==> config.mk <==
export PLATFORM = sky130hd
export DESIGN_NAME = dec_io_top
export DESIGN_NICKNAME = d
export VERILOG_FILES = /design/src/verilog/dec_tdm_pkg.sv /design/src/verilog/dec_bus_pkg.sv /design/src/verilog/dec_io_top.sv /design/src/verilog/irq_ctrl.sv /design/src/verilog/tdm_tx.sv /design/src/verilog/tdm_rx.sv /design/src/verilog/wb_slave_decoder.sv /design/src/verilog/sample_fifo.sv
export SDC_FILE = /design/constraint.sdc
export NUM_CORES = 1
export LEC_CHECK = 0
export BUFFER_PORTS_ARGS = -buffer_cell sky130_fd_sc_hd__buf_2
export CAP_MARGIN = 0
export CORE_MARGIN = 8
export CORE_UTILIZATION = 45
export DETAILED_ROUTE_END_ITERATION = 8
export PLACE_DENSITY = 0.72
export SLEW_MARGIN = 10
export SYNTH_ARGS = -nofsm -noshare
export SYNTH_HDL_FRONTEND = slang
export SYNTH_SLANG_ARGS = --single-unit
export TNS_END_PERCENT = 100
==> constraint.sdc <==
create_clock -name clk -period 4.65 [get_ports clk]
set_input_delay 0.465 -clock clk [delete_from_list [all_inputs] [get_ports clk]]
set_output_delay 0.465 -clock clk [all_outputs]
set_load 0.03 [all_outputs]
==> src/verilog/dec_tdm_pkg.sv <==
// TDM serial definitions
// code and PCM word widths, sample FIFO sizing, transmit clock divider,
// interrupt source layout and the serial state machine encodings

package dec_tdm_pkg;

	// ----------------------------------------------------------
	// frame words
	localparam int CODE_BITS = 8;	// ADPCM code word in
	localparam int PCM_BITS  = 16;	// PCM word out

	typedef logic [CODE_BITS-1:0] code_t;
	typedef logic [PCM_BITS-1:0]  pcm_t;

	localparam int RX_CNT_BITS = $clog2(CODE_BITS);	// rx bit counter
	localparam int TX_CNT_BITS = $clog2(PCM_BITS);	// tx bit counter

	// ----------------------------------------------------------
	// sample fifo
	localparam int FIFO_DEPTH    = 4;
	localparam int FIFO_PTR_BITS = $clog2(FIFO_DEPTH);
	typedef logic [FIFO_PTR_BITS:0] fifo_cnt_t;	// holds 0..FIFO_DEPTH

	// tx serial clock, clk cycles per bit
	localparam int SER_DIV      = 4;
	localparam int DIV_CNT_BITS = $clog2(SER_DIV);

	// ----------------------------------------------------------
	// interrupt sources
	localparam int IRQ_SRC_BITS = 3;
	typedef logic [IRQ_SRC_BITS-1:0] irq_vec_t;
	localparam int IRQ_RX_AVAIL = 0;	// rx code word waiting
	localparam int IRQ_TX_EMPTY = 1;	// tx fifo and shifter drained
	localparam int IRQ_RX_OVF   = 2;	// rx word lost

	typedef enum logic {RX_IDLE, RX_SHIFT} rx_state_t;
	typedef enum logic {TX_IDLE, TX_SHIFT} tx_state_t;

endpackage

==> src/verilog/dec_bus_pkg.sv <==
// Decoder I/O bus definitions
// Wishbone widths, slave address map and register offsets of the
// serial receive, serial transmit and interrupt blocks

package dec_bus_pkg;

	// ----------------------------------------------------------
	// bus widths
	localparam int WB_AWIDTH = 32;	// byte address
	localparam int WB_DWIDTH = 32;	// full word accesses only

	typedef logic [WB_AWIDTH-1:0] wb_adr_t;
	typedef logic [WB_DWIDTH-1:0] wb_dat_t;

	// ----------------------------------------------------------
	// slave map, one 256 byte window per slave
	localparam int SLV_SEL_LSB  = 8;	// adr[11:8] picks the slave
	localparam int SLV_SEL_BITS = 4;

	localparam logic [SLV_SEL_BITS-1:0] SLV_TDM_RX = 4'd0;	// TDMI
	localparam logic [SLV_SEL_BITS-1:0] SLV_TDM_TX = 4'd1;	// TDMO
	localparam logic [SLV_SEL_BITS-1:0] SLV_IRQ    = 4'd2;	// interrupt controller
	// 3..15 unmapped, answered with err

	// ----------------------------------------------------------
	// register offsets inside a window
	localparam int REG_OFS_LSB = 2;	// word offset in adr[3:2]
	typedef logic [1:0] reg_ofs_t;

	localparam reg_ofs_t REG_DATA       = 2'd0;	// serial blocks
	localparam reg_ofs_t REG_STATUS     = 2'd1;
	localparam reg_ofs_t REG_IRQ_STATUS = 2'd0;	// interrupt controller
	localparam reg_ofs_t REG_IRQ_ENABLE = 2'd1;

	localparam int STAT_OVF_BIT = 8;	// sticky rx overflow in rx status

endpackage
==> src/verilog/dec_io_top.sv <==
`timescale 1ns/1ps
// Decoder serial I/O top level
// one Wishbone slave port decoded onto the TDMI receiver, the TDMO
// transmitter and the interrupt controller, all on clk

module dec_io_top import dec_bus_pkg::*; (
	input  logic    clk,		// system clock
	input  logic    i_reset,	// sync, active high
	// Wishbone slave port
	input  wb_adr_t i_wb_adr,
	input  logic    i_wb_we,
	input  wb_dat_t i_wb_dat,
	input  logic    i_wb_cyc,
	input  logic    i_wb_stb,
	output wb_dat_t o_wb_dat,
	output logic    o_wb_ack,
	output logic    o_wb_err,
	// serial in, ADPCM codes
	input  logic    i_dec_s,
	input  logic    i_dec_s_clk,
	input  logic    i_dec_s_fs,
	// serial out, PCM words
	output logic    o_dec_o,
	output logic    o_dec_o_clk,
	output logic    o_dec_o_fs,
	output logic    o_irq
);

	// ----------------------------------------------------------
	// register side of the decoder
	logic     rx_sel, tx_sel, irq_sel;
	reg_ofs_t reg_ofs;
	logic     reg_we;
	wb_dat_t  reg_wdat;
	wb_dat_t  rx_rdat, tx_rdat, irq_rdat;
	logic     rx_ack, tx_ack, irq_ack;

	// status into the interrupt controller
	logic     rx_avail, rx_overflow, tx_empty;

	wb_slave_decoder wb_dec_inst0 (
		.clk(clk), .i_reset(i_reset),
		.i_wb_adr(i_wb_adr), .i_wb_we(i_wb_we), .i_wb_dat(i_wb_dat),
		.i_wb_cyc(i_wb_cyc), .i_wb_stb(i_wb_stb),
		.o_wb_dat(o_wb_dat), .o_wb_ack(o_wb_ack), .o_wb_err(o_wb_err),
		.o_rx_sel(rx_sel), .o_tx_sel(tx_sel), .o_irq_sel(irq_sel),
		.o_reg_ofs(reg_ofs), .o_we(reg_we), .o_wdat(reg_wdat),
		.i_rx_rdat(rx_rdat), .i_rx_ack(rx_ack),
		.i_tx_rdat(tx_rdat), .i_tx_ack(tx_ack),
		.i_irq_rdat(irq_rdat), .i_irq_ack(irq_ack)
	);

	tdm_rx tdmi_inst0 (
		.clk(clk), .i_reset(i_reset),
		.i_dec_s(i_dec_s), .i_dec_s_clk(i_dec_s_clk), .i_dec_s_fs(i_dec_s_fs),
		.i_sel(rx_sel), .i_reg_ofs(reg_ofs), .i_we(reg_we), .i_wdat(reg_wdat),
		.o_rdat(rx_rdat), .o_ack(rx_ack),
		.o_rx_avail(rx_avail), .o_rx_overflow(rx_overflow)
	);

	tdm_tx tdmo_inst0 (
		.clk(clk), .i_reset(i_reset),
		.i_sel(tx_sel), .i_reg_ofs(reg_ofs), .i_we(reg_we), .i_wdat(reg_wdat),
		.o_rdat(tx_rdat), .o_ack(tx_ack),
		.o_dec_o(o_dec_o), .o_dec_o_clk(o_dec_o_clk), .o_dec_o_fs(o_dec_o_fs),
		.o_tx_empty(tx_empty)
	);

	irq_ctrl irq_ctrl_inst0 (
		.clk(clk), .i_reset(i_reset),
		.i_sel(irq_sel), .i_reg_ofs(reg_ofs), .i_we(reg_we), .i_wdat(reg_wdat),
		.o_rdat(irq_rdat), .o_ack(irq_ack),
		.i_rx_avail(rx_avail), .i_tx_empty(tx_empty), .i_rx_overflow(rx_overflow),
		.o_irq(o_irq)
	);

endmodule

==> src/verilog/irq_ctrl.sv <==
`timescale 1ns/1ps
// Interrupt controller
// raw status of the serial blocks, a 3 bit enable mask and one
// registered request line

module irq_ctrl import dec_bus_pkg::*, dec_tdm_pkg::*; (
	input  logic     clk,
	input  logic     i_reset,
	input  logic     i_sel,
	input  reg_ofs_t i_reg_ofs,
	input  logic     i_we,
	input  wb_dat_t  i_wdat,
	output wb_dat_t  o_rdat,
	output logic     o_ack,
	input  logic     i_rx_avail,	// from TDMI
	input  logic     i_tx_empty,	// from TDMO
	input  logic     i_rx_overflow,	// from TDMI
	output logic     o_irq
);

	irq_vec_t src;		// raw sources
	irq_vec_t enable;	// mask, reset to all off

	assign src[IRQ_RX_AVAIL] = i_rx_avail;
	assign src[IRQ_TX_EMPTY] = i_tx_empty;
	assign src[IRQ_RX_OVF]   = i_rx_overflow;

	// ----------------------------------------------------------
	// control state
	always_ff @(posedge clk) begin
		if (i_reset) begin
			enable <= '0;
			o_ack  <= 1'b0;
			o_irq  <= 1'b0;
		end else begin
			o_ack <= i_sel;
			o_irq <= |(src & enable);	// one cycle behind sources
			if (i_sel && i_we && i_reg_ofs == REG_IRQ_ENABLE)
				enable <= i_wdat[IRQ_SRC_BITS-1:0];
		end
	end

	// read data
	always_ff @(posedge clk) begin
		if (i_sel) begin
			case (i_reg_ofs)
				REG_IRQ_STATUS: o_rdat <= wb_dat_t'(src);
				REG_IRQ_ENABLE: o_rdat <= wb_dat_t'(enable);
				default:        o_rdat <= '0;
			endcase
		end
	end

endmodule

==> src/verilog/tdm_tx.sv <==
`timescale 1ns/1ps
// TDMO serial transmitter
// queues PCM words written over the bus and shifts them out MSB first
// on a divided serial clock, frame sync marks the MSB bit period

module tdm_tx import dec_bus_pkg::*, dec_tdm_pkg::*; (
	input  logic     clk,
	input  logic     i_reset,
	input  logic     i_sel,
	input  reg_ofs_t i_reg_ofs,
	input  logic     i_we,
	input  wb_dat_t  i_wdat,
	output wb_dat_t  o_rdat,
	output logic     o_ack,
	output logic     o_dec_o,		// serial data
	output logic     o_dec_o_clk,		// generated serial clock
	output logic     o_dec_o_fs,		// high during msb
	output logic     o_tx_empty
);

	logic [DIV_CNT_BITS-1:0] div_cnt;
	logic                    sclk_q;
	logic                    half_tick;
	logic                    fall_tick;	// serial clock about to fall
	tx_state_t               state;
	logic [TX_CNT_BITS-1:0]  bit_cnt;
	logic                    last_bit;
	logic                    load;
	pcm_t                    shreg;
	logic                    fs_q;
	logic                    fifo_push;
	logic                    fifo_empty;
	logic                    fifo_full;
	pcm_t                    fifo_head;
	fifo_cnt_t               fifo_cnt;

	// ----------------------------------------------------------
	// serial clock, SER_DIV/2 low then SER_DIV/2 high, free running
	assign half_tick = (div_cnt == DIV_CNT_BITS'(SER_DIV / 2 - 1));
	assign fall_tick = half_tick && sclk_q;

	always_ff @(posedge clk) begin
		if (i_reset) begin
			div_cnt <= '0;
			sclk_q  <= 1'b0;
		end else if (half_tick) begin
			div_cnt <= '0;
			sclk_q  <= ~sclk_q;
		end else begin
			div_cnt <= div_cnt + 1'b1;
		end
	end

	// shifter FSM, all changes on the falling serial edge
	assign last_bit = (bit_cnt == TX_CNT_BITS'(PCM_BITS - 1));
	assign load     = fall_tick && !fifo_empty && (state == TX_IDLE || last_bit);

	always_ff @(posedge clk) begin
		if (i_reset) begin
			state   <= TX_IDLE;
			bit_cnt <= '0;
			shreg   <= '0;
			fs_q    <= 1'b0;
		end else if (fall_tick) begin
			if (load) begin		// new word, back to back if queued
				state   <= TX_SHIFT;
				bit_cnt <= '0;
				shreg   <= fifo_head;
				fs_q    <= 1'b1;
			end else if (state == TX_SHIFT && !last_bit) begin
				bit_cnt <= bit_cnt + 1'b1;
				shreg   <= {shreg[PCM_BITS-2:0], 1'b0};
				fs_q    <= 1'b0;
			end else begin
				state <= TX_IDLE;	// line parks low
				shreg <= '0;
				fs_q  <= 1'b0;
			end
		end
	end

	sample_fifo #(.WIDTH(PCM_BITS)) tx_fifo_inst0 (
		.clk     (clk),
		.i_reset (i_reset),
		.i_push  (fifo_push),
		.i_data  (i_wdat[PCM_BITS-1:0]),
		.i_pop   (load),
		.o_data  (fifo_head),
		.o_full  (fifo_full),
		.o_empty (fifo_empty),
		.o_count (fifo_cnt)
	);

	// ----------------------------------------------------------
	// registers
	assign fifo_push = i_sel && i_we && (i_reg_ofs == REG_DATA) && !fifo_full;	// full drops

	always_ff @(posedge clk) begin
		if (i_reset)
			o_ack <= 1'b0;
		else
			o_ack <= i_sel;
	end

	always_ff @(posedge clk) begin
		if (i_sel)
			o_rdat <= (i_reg_ofs == REG_STATUS) ? wb_dat_t'(fifo_cnt) : '0;
	end

	assign o_dec_o     = shreg[PCM_BITS-1];
	assign o_dec_o_clk = sclk_q;
	assign o_dec_o_fs  = fs_q;
	assign o_tx_empty  = fifo_empty && (state == TX_IDLE);

endmodule

==> src/verilog/tdm_rx.sv <==
`timescale 1ns/1ps
// TDMI serial receiver
// samples the external serial clock, shifts in 8 bit ADPCM code words
// after each frame sync and queues them for the bus, with a sticky
// overflow flag when the queue is full

module tdm_rx import dec_bus_pkg::*, dec_tdm_pkg::*; (
	input  logic     clk,
	input  logic     i_reset,
	input  logic     i_dec_s,		// serial data, MSB first
	input  logic     i_dec_s_clk,		// external serial clock
	input  logic     i_dec_s_fs,		// frame sync
	input  logic     i_sel,
	input  reg_ofs_t i_reg_ofs,
	input  logic     i_we,
	input  wb_dat_t  i_wdat,		// data ignored, any status write clears
	output wb_dat_t  o_rdat,
	output logic     o_ack,
	output logic     o_rx_avail,
	output logic     o_rx_overflow
);

	logic [2:0]             sync_meta;	// {fs, sclk, data} first stage
	logic [2:0]             sync_q;		// second stage
	logic                   sclk_prev;
	logic                   sclk_rise;
	rx_state_t              state;
	logic [RX_CNT_BITS-1:0] bit_cnt;
	code_t                  shreg;
	logic                   push_q;		// word complete, push next cycle
	logic                   ovf;
	logic                   fifo_full;
	logic                   fifo_empty;
	logic                   fifo_pop;
	code_t                  fifo_head;
	fifo_cnt_t              fifo_cnt;

	// ----------------------------------------------------------
	// input sync, data and fs ride along with the clock
	always_ff @(posedge clk) begin
		if (i_reset) begin
			sync_meta <= '0;
			sync_q    <= '0;
			sclk_prev <= 1'b0;
		end else begin
			sync_meta <= {i_dec_s_fs, i_dec_s_clk, i_dec_s};
			sync_q    <= sync_meta;
			sclk_prev <= sync_q[1];
		end
	end

	assign sclk_rise = sync_q[1] && !sclk_prev;

	// bit counting FSM
	always_ff @(posedge clk) begin
		if (i_reset) begin
			state   <= RX_IDLE;
			bit_cnt <= '0;
			push_q  <= 1'b0;
		end else begin
			push_q <= 1'b0;
			if (sclk_rise) begin
				case (state)
					RX_IDLE: begin
						if (sync_q[2]) begin	// fs seen, frame starts next edge
							state   <= RX_SHIFT;
							bit_cnt <= '0;
						end
					end
					RX_SHIFT: begin
						bit_cnt <= bit_cnt + 1'b1;
						if (bit_cnt == RX_CNT_BITS'(CODE_BITS - 1)) begin
							state  <= RX_IDLE;
							push_q <= 1'b1;
						end
					end
					default: state <= RX_IDLE;
				endcase
			end
		end
	end

	always_ff @(posedge clk) begin
		if (sclk_rise && state == RX_SHIFT)
			shreg <= {shreg[CODE_BITS-2:0], sync_q[0]};	// msb first
	end

	sample_fifo #(.WIDTH(CODE_BITS)) rx_fifo_inst0 (
		.clk     (clk),
		.i_reset (i_reset),
		.i_push  (push_q),
		.i_data  (shreg),
		.i_pop   (fifo_pop),
		.o_data  (fifo_head),
		.o_full  (fifo_full),
		.o_empty (fifo_empty),
		.o_count (fifo_cnt)
	);

	// ----------------------------------------------------------
	// registers
	assign fifo_pop = i_sel && !i_we && (i_reg_ofs == REG_DATA);	// read pops

	always_ff @(posedge clk) begin
		if (i_reset) begin
			ovf   <= 1'b0;
			o_ack <= 1'b0;
		end else begin
			o_ack <= i_sel;
			if (push_q && fifo_full)
				ovf <= 1'b1;	// word dropped
			else if (i_sel && i_we && i_reg_ofs == REG_STATUS)
				ovf <= 1'b0;
		end
	end

	always_ff @(posedge clk) begin
		if (i_sel) begin
			case (i_reg_ofs)
				REG_DATA:   o_rdat <= fifo_empty ? '0 : wb_dat_t'(fifo_head);
				REG_STATUS: o_rdat <= wb_dat_t'(fifo_cnt) | (wb_dat_t'(ovf) << STAT_OVF_BIT);
				default:    o_rdat <= '0;
			endcase
		end
	end

	assign o_rx_avail    = !fifo_empty;
	assign o_rx_overflow = ovf;

endmodule

==> src/verilog/wb_slave_decoder.sv <==
`timescale 1ns/1ps
// Wishbone slave decoder
// splits the classic bus port into one register strobe per block,
// muxes back read data and ack of the addressed block and answers
// unmapped slave numbers with a registered err

module wb_slave_decoder import dec_bus_pkg::*; (
	input  logic     clk,
	input  logic     i_reset,
	// external master
	input  wb_adr_t  i_wb_adr,
	input  logic     i_wb_we,
	input  wb_dat_t  i_wb_dat,
	input  logic     i_wb_cyc,
	input  logic     i_wb_stb,
	output wb_dat_t  o_wb_dat,
	output logic     o_wb_ack,
	output logic     o_wb_err,
	// register side, shared by all blocks
	output logic     o_rx_sel,
	output logic     o_tx_sel,
	output logic     o_irq_sel,
	output reg_ofs_t o_reg_ofs,
	output logic     o_we,
	output wb_dat_t  o_wdat,
	input  wb_dat_t  i_rx_rdat,
	input  logic     i_rx_ack,
	input  wb_dat_t  i_tx_rdat,
	input  logic     i_tx_ack,
	input  wb_dat_t  i_irq_rdat,
	input  logic     i_irq_ack
);

	logic [SLV_SEL_BITS-1:0] slv;		// slave field of current address
	logic [SLV_SEL_BITS-1:0] slv_q;		// slave of access in flight
	logic                    busy;		// strobe given, waiting for response
	logic                    err_q;
	logic                    new_acc;
	logic                    mapped;

	assign slv     = i_wb_adr[SLV_SEL_LSB +: SLV_SEL_BITS];
	assign new_acc = i_wb_cyc && i_wb_stb && !busy;
	assign mapped  = (slv == SLV_TDM_RX) || (slv == SLV_TDM_TX) || (slv == SLV_IRQ);

	// one strobe per access
	assign o_rx_sel  = new_acc && (slv == SLV_TDM_RX);
	assign o_tx_sel  = new_acc && (slv == SLV_TDM_TX);
	assign o_irq_sel = new_acc && (slv == SLV_IRQ);
	assign o_reg_ofs = i_wb_adr[REG_OFS_LSB +: $bits(reg_ofs_t)];
	assign o_we      = i_wb_we;
	assign o_wdat    = i_wb_dat;

	always_ff @(posedge clk) begin
		if (i_reset) begin
			busy  <= 1'b0;
			slv_q <= SLV_TDM_RX;
			err_q <= 1'b0;
		end else begin
			err_q <= new_acc && !mapped;	// err one cycle after request
			if (new_acc) begin
				busy  <= 1'b1;
				slv_q <= slv;
			end else if (o_wb_ack || o_wb_err) begin
				busy <= 1'b0;
			end
		end
	end

	assign o_wb_err = err_q;

	// ----------------------------------------------------------
	// response mux
	always_comb begin
		o_wb_dat = '0;
		o_wb_ack = 1'b0;
		case (slv_q)
			SLV_TDM_RX: begin
				o_wb_dat = i_rx_rdat;
				o_wb_ack = i_rx_ack;
			end
			SLV_TDM_TX: begin
				o_wb_dat = i_tx_rdat;
				o_wb_ack = i_tx_ack;
			end
			SLV_IRQ: begin
				o_wb_dat = i_irq_rdat;
				o_wb_ack = i_irq_ack;
			end
			default: o_wb_ack = 1'b0;	// unmapped, err path answers
		endcase
	end

endmodule

==> src/verilog/sample_fifo.sv <==
`timescale 1ns/1ps
// Sample FIFO
// small circular buffer shared by the serial blocks, head word is
// shown on the output, push when full and pop when empty are ignored

module sample_fifo import dec_tdm_pkg::*; #(
	parameter int WIDTH = 8
) (
	input  logic             clk,		// system clock
	input  logic             i_reset,	// sync, active high
	input  logic             i_push,
	input  logic [WIDTH-1:0] i_data,
	input  logic             i_pop,
	output logic [WIDTH-1:0] o_data,	// head of queue
	output logic             o_full,
	output logic             o_empty,
	output fifo_cnt_t        o_count	// words held
);

	logic [WIDTH-1:0]         mem [FIFO_DEPTH];	// storage
	logic [FIFO_PTR_BITS-1:0] wr_ptr;
	logic [FIFO_PTR_BITS-1:0] rd_ptr;
	fifo_cnt_t                count;
	logic                     do_push;
	logic                     do_pop;

	assign do_push = i_push && !o_full;
	assign do_pop  = i_pop && !o_empty;

	// pointers wrap on their own, depth is a power of two
	always_ff @(posedge clk) begin
		if (i_reset) begin
			wr_ptr <= '0;
			rd_ptr <= '0;
			count  <= '0;
		end else begin
			if (do_push)
				wr_ptr <= wr_ptr + 1'b1;
			if (do_pop)
				rd_ptr <= rd_ptr + 1'b1;
			case ({do_push, do_pop})
				2'b10:   count <= count + 1'b1;
				2'b01:   count <= count - 1'b1;
				default: count <= count;	// idle or push+pop
			endcase
		end
	end

	always_ff @(posedge clk) begin
		if (do_push)
			mem[wr_ptr] <= i_data;
	end

	assign o_data  = mem[rd_ptr];
	assign o_full  = (count == fifo_cnt_t'(FIFO_DEPTH));
	assign o_empty = (count == '0);
	assign o_count = count;

endmodule

Word level (Yosys, flattened, before mapping) --
Memories as Yosys holds them, arrays and structs flattened. A register that Yosys moved wholly into a read port is not among the register bits. Index checks and enable logic that the tools add are counted.
Cells by class: add/subtract/negate cells 11, equal/unequal tests 16, muxes and demuxes 32, bitwise gates (word level) 6, reductions and logical operators 56
Operator list (number):
- 32-bit case mux with 3 select lines | 1
- 32-bit case mux with 2 select lines | 1
- 16-bit two-way mux | 2
- 1-bit logical AND | 27
- 3-bit case mux with 2 select lines | 4
- 1-bit two-way mux | 14
- 2-bit by 1-bit adder with 2-bit output, second input constant | 5
- 2-bit nonzero test | 5
- 3-bit by 1-bit adder with 3-bit output, second input constant | 3
- 3-bit == test, second input constant | 3
- 1-bit logical NOT | 9
- 3-bit by 9-bit OR with 9-bit output | 1
- 2-bit by 1-bit == test with 1-bit output, second input constant | 4
- 4-bit by 1-bit == test with 1-bit output, second input constant | 2
- 4-bit by 2-bit == test with 1-bit output, second input constant | 2
- 4-bit logical NOT | 2
- 2-bit two-way mux | 4
- 4-bit two-way mux | 2
- 8-bit two-way mux | 1
- 3-bit logical NOT | 2
- 2-bit AND reduction | 3
- 3-bit OR reduction | 2
- 3-bit by 1-bit subtractor with 3-bit output, second input constant | 2
- 4-bit by 1-bit adder with 4-bit output, second input constant | 1
- other kinds (12) | 19
Storage, ports and cells: register bits after elaboration 169, bits in writable memories 96, output and inout port bits 38, logic and storage cells 155, memories kept 2
Memory list:
- tdmo_inst0.tx_fifo_inst0.mem | words 4, width 16, read ports 1, clocked after memory_dff 1, write ports 1, RTL line sample_fifo.sv:20 | logic [WIDTH-1:0] mem [FIFO_DEPTH];
- tdmi_inst0.rx_fifo_inst0.mem | words 4, width 8, read ports 1, clocked after memory_dff 1, write ports 1, RTL line sample_fifo.sv:20

Depth between registers and ports, before layout --
depth in word-level cells 9, depth in mapped cells 11

By module --
A second synthesis with hierarchy kept.
Second synthesis, totals: cells, all modules 721, area total of the unflattened synthesis 9011.1 um2
Modules (own cells, without submodules):
- sample_fifo at tdmo_inst0.tx_fifo_inst0 | instances 1, cells an instance 138, area each 2821.5 um2, sequential area each 2102.0 um2
- sample_fifo at tdmi_inst0.rx_fifo_inst0 | instances 1, cells an instance 96, area each 1635.3 um2, sequential area each 1141.1 um2
- tdm_tx | instances 1, cells an instance 186, area each 1622.8 um2, sequential area each 610.6 um2
- tdm_rx | instances 1, cells an instance 103, area each 1278.7 um2, sequential area each 790.8 um2
- wb_slave_decoder | instances 1, cells an instance 140, area each 1091.0 um2, sequential area each 120.1 um2
- irq_ctrl | instances 1, cells an instance 58, area each 561.8 um2, sequential area each 190.2 um2

Worst setup path after synthesis --
Ideal clock, no wire load.
kind input-to-reg, start input port i_wb_cyc, end register tdmo_inst0.tx_fifo_inst0.count[2], in the netlist tdmo_inst0.tx_fifo_inst0.o_count[2], data arrival time 2245 ps, path slack 2335 ps, cell stages on the path 11, cell sequence and3b_1 buf_6 nand4b_4 a311oi_4 inv_1 ha_1 inv_1 fa_1 xor2_1 or3_1 a21oi_1
Between the ends: cells in the longest elaborated chain, start to end 9, elaborated cells on any way between the ends 11, classes of those cells eq/ne (2); mux (1); reduce/logical (8)
Ends and longest elaborated chain:
- start, declared | RTL line dec_io_top.sv:13 | input logic i_wb_cyc,
- 1-bit logical AND * (2 in series) | RTL line wb_slave_decoder.sv:42 | assign new_acc = i_wb_cyc && i_wb_stb && !busy;
- 1-bit logical AND * | RTL line wb_slave_decoder.sv:47 | assign o_tx_sel = new_acc && (slv == SLV_TDM_TX);
- 1-bit logical AND * (3 in series) | RTL line tdm_tx.sv:96 | assign fifo_push = i_sel && i_we && (i_reg_ofs == REG_DATA) && !fifo_full;
- 1-bit logical AND * | RTL line sample_fifo.sv:27 | assign do_push = i_push && !o_full;
- 2-bit by 1-bit == test with 1-bit output / 2-bit == test (equally long branches) | RTL line sample_fifo.sv:41 | case ({do_push, do_pop})
- 3-bit case mux with 2 select lines / 2-bit nonzero test (equally long branches)
- end signal, assigned | RTL line sample_fifo.sv:42 | 2'b10: count <= count + 1'b1;
- end signal, assigned | RTL line sample_fifo.sv:43 | 2'b01: count <= count - 1'b1;
- end signal, assigned | RTL line sample_fifo.sv:44 | default: count <= count;
- end, declared | RTL line sample_fifo.sv:23 | fifo_cnt_t count;
Mark *: on every way between the ends. The rest lies on a longest branch, timed or not. A chain may end at the register's enable or synchronous reset.

Worst setup path after layout --
start register wb_dec_inst0.busy, end register tdmi_inst0.rx_fifo_inst0.count[2], in the netlist tdmi_inst0.rx_fifo_inst0.o_count[2]
Between the ends: cells in the longest elaborated chain, start to end 8, elaborated cells on any way between the ends 10, classes of those cells eq/ne (2); mux (1); reduce/logical (7)
Ends and longest elaborated chain:
- start, declared | RTL line wb_slave_decoder.sv:36 | logic busy;
- start signal, assigned | RTL line wb_slave_decoder.sv:55 | busy <= 1'b0;
- start signal, assigned | RTL line wb_slave_decoder.sv:61 | busy <= 1'b1;
- start signal, assigned | RTL line wb_slave_decoder.sv:64 | busy <= 1'b0;
- 1-bit logical NOT * | RTL line wb_slave_decoder.sv:42
- 1-bit logical AND * | RTL line wb_slave_decoder.sv:42
- 1-bit logical AND * | RTL line wb_slave_decoder.sv:46 | assign o_rx_sel = new_acc && (slv == SLV_TDM_RX);
- 1-bit logical AND * (2 in series) | RTL line tdm_rx.sv:102 | assign fifo_pop = i_sel && !i_we && (i_reg_ofs == REG_DATA);
- 1-bit logical AND * | RTL line sample_fifo.sv:28 | assign do_pop = i_pop && !o_empty;
- via tdmi_inst0.rx_fifo_inst0.do_pop | RTL line sample_fifo.sv:25 | logic do_pop;
- 2-bit by 1-bit == test with 1-bit output / 2-bit == test (equally long branches) | RTL line sample_fifo.sv:41
- 3-bit case mux with 2 select lines / 2-bit nonzero test (equally long branches)
- end signal, assigned | RTL line sample_fifo.sv:42
- end signal, assigned | RTL line sample_fifo.sv:43
- end signal, assigned | RTL line sample_fifo.sv:44
- end, declared | RTL line sample_fifo.sv:23
The timed path passes the listed nets; every way through them passes the cells marked *.

==> qor.csv <==
metric,value,unit
Synth Area in Compound Gates,6.017,%
final hold slack,243.6,ps
initial antenna violation count,1,
post-CTS resize count,0,
CP Capture Type,flip-flop,
"delay-heaviest family, CP",simple AND/OR/NAND/NOR gates,
skew final,12.15,ps
placed wire-length estimate,8.823,mm
Synth area leaders,"edfxtp_1, dfxtp_1, mux4_2",
Yosys cell types,51,
Post-synth top cells,"edfxtp_1, dfxtp_1, nor2_1",
drt first pass iters,4,
CORE AREA,0.01652,sq mm
"area leader, netlist",edfxtp_1,
n_diodes,0,
path type of the worst min-delay path,in2reg,
first-pass GRT wire length,21.85,mm
sequential share of the synthesized area,65.28,%
crit-path cells,and3b_1 -> nand3_2 -> nor3_1 -> ha_1 -> inv_1 -> fa_1 -> xor2_1 -> or3_1 -> a21oi_1,
peak supply drop,0.0002576,V
share of cells above drive strength 1,18.95,%
dominant synthesized flop cell,edfxtp_1,
CP Max Fanout,8,
CP Class,reg2reg,
chip width,145.9,microns
Worst-Margin Slew,921.1,ps
Starting DRT DRC Count,289,
Adder-Cell Fraction of Synth Area,2.835,%
startpoint types,flip-flop,
Clock Sinks,188,
CTS root buf,clkbuf_16,
I/O Pins,110,
final hold violation count,0,
WL final,13.33,mm
fin nets,666,
post-synthesis mux area share,8.902,%
wire per inst,16.44,microns
Synth Area in Simple Gates,11.11,%
post-CTS setup buffer count,0,
max-slew violation count,0,
final worst-path cycle share,55.09,%
starting density of the core,45.93,%
Power Density,399.8,mW/mm^2
Synth Cell Area,0.007590,sq mm
worst path bufs/invs,1,
Core Rows,47,
htree depth,4,
Placer Congestion,0.8090,
filler cell count in the final layout,1357,
area added between synthesis and finish,11.46,%
All-Layer GR Usage,12.94,%
CTS clock-pin slew for the worst setup and hold paths,70,ps
Slew HR,38.59,%
global route overflow,0,
cell leakage power,2.985,nW
CTS hold repair buffers,0,
TNS Setup,0,ps
IO Port Bufs,44,
Cells after Synth,542,
crit-path max cell delay,410,ps
die height,145.9,microns
Synth Register Bits,188,
post-synth top area share,47.08,%
"count leader, synth",edfxtp_1,
TritonCTS Buffers,17,
antenna-violating nets left,0,
Power Total,3.382,mW
clk_lat worst skew,430,ps
CP Data Arrival Time,2920,ps
main combinational cell family by area after synthesis,simple AND/OR/NAND/NOR gates,
largest net degree at the start of global routing,71,
Max Cap Violations,0,
endpoints failing setup,0,
maximum clock rate,0.3904,GHz
Yosys Warn Count,0,
mean post-synth cell area,14.00,sq um
number of synthesized flops with an enable pin,119,
xor-xnor portion of the synthesized cell area,0.9232,%
# DRC,0,
CP max stage cell,and3b_1,
post-route minimum period,2562,ps
vias in the first global route,4289,
vias per inst,5.136,
maximum root-to-sink buffer count,2,
ys async rst share,0,%
status,"finished, final reports clean",
RSZ-0062 raised after global routing,false,
overall die area,0.02128,sq mm
CP Data Required Time,5010,ps
CTS tree,done,
vias after detailed routing,4165,
-- cells in the final DEF (no fill, tap or decap), types with 2 or more instances in the layout --
master	netlist	layout
dfxtp_1	69	68
nand2_1	20	20
ha_1	14	14
a221oi_1	15	15
and3b_1	3	3
inv_8	0	6
mux4_2	24	24
nor2b_1	13	13
conb_1	1	23
and3_1	7	7
a21boi_1	2	2
xnor2_1	4	4
nor2_1	48	48
nand3_1	3	3
mux2i_1	12	12
nand3b_1	2	2
a211oi_1	3	3
fa_1	2	2
a21oi_1	23	23
inv_6	0	7
clkbuf_16	0	17
nor3_1	23	23
edfxtp_1	119	119
inv_1	17	17
nor4_1	2	2
or3_1	5	5
buf_2	7	44
nand3_2	2	2
a22o_1	3	3
nand2b_1	3	3
o21ai_0	7	7
and2_1	24	24
xor2_1	4	4
a22oi_1	3	3
-- state kept, by name, indices dropped and copies added, names as in the netlist, 2 cells and up, named ones only --
register,flops
tdmo_inst0.o_rdat,3
tdmo_inst0.bit_cnt,4
tdmo_inst0.tx_fifo_inst0.wr_ptr,2
tdmi_inst0.shreg,8
tdmo_inst0.tx_fifo_inst0.o_count,3
tdmi_inst0.sync_q,3
tdmi_inst0.rx_fifo_inst0.mem,32
irq_ctrl_inst0.enable,3
tdmo_inst0.div_cnt,2
tdmo_inst0.tx_fifo_inst0.mem,64
tdmi_inst0.sync_meta,3
tdmi_inst0.o_rdat,9
tdmi_inst0.rx_fifo_inst0.o_count,3
tdmi_inst0.rx_fifo_inst0.wr_ptr,2
tdmo_inst0.tx_fifo_inst0.rd_ptr,2
tdmi_inst0.rx_fifo_inst0.rd_ptr,2
irq_ctrl_inst0.o_rdat,3
tdmo_inst0.shreg,16
tdmi_inst0.bit_cnt,3
wb_dec_inst0.slv_q,4
-- power by group --
part / switching, mW / internal (mW)
sequential: 0.0139 / 1.78
combinational: 0.0995 / 0.0415
clock: 0.673 / 0.772
-- through the flow --
stage	instances	util (%)	setup slack, ps	area [sq um]
2_1_floorplan	564	-	2335	7672
3_3_place_gp	779	47.62	1954	7869
3_5_place_dp	779	47.62	1853	7869
4_1_cts	811	51.19	2057	8458
5_1_grt	811	51.19	1921	8459
6_report	811	51.19	2088	8459
-- final timing paths --
check / startpoint / cells after the start / endpoint / slack [ps]
setup reg to reg: wb_dec_inst0.busy / 9 / tdmi_inst0.rx_fifo_inst0.o_count[2] / 2090
hold / removal: i_dec_s_clk / 2 / tdmi_inst0.sync_meta[1] / 240
setup / recovery: wb_dec_inst0.busy / 9 / tdmi_inst0.rx_fifo_inst0.o_count[2] / 2090
hold reg to reg: tdmi_inst0.sync_q[0] / 0 / tdmi_inst0.shreg[0] / 430
-- per-layer routing --
layer | track usage [%] | vias to the layer above | routed length, microns
li1 | - | 2028 | -
met2 | 20.95 | 106 | 6372
met1 | 15.51 | 2005 | 5906
met4 | 6.091 | 2 | 254
met5 | 0 | - | 9
met3 | 3.980 | 24 | 789
-- area by class of cell --
type	instances	area [sq um]	share of cell area [%]
clock buffer	17	425.4	5.029
clock inverter	15	163.9	1.938
inverter	17	63.81	0.7543
multi-input combinational	309	2347	27.75
sequential	188	4956	58.59
tap	220	275.3	3.254
timing repair buffer	45	227.7	2.692
-- cell families after synthesis --
group                      after synthesis
AOI/OAI and AO/OA                       64
adders and majority gates               16
buffers and inverters                   67
muxes                                   37
DFF                                    188
other                                    1
xor gates and xnor gates                 8
and+or+nand+nor                        161
Power figures use the tool's default switching activity.
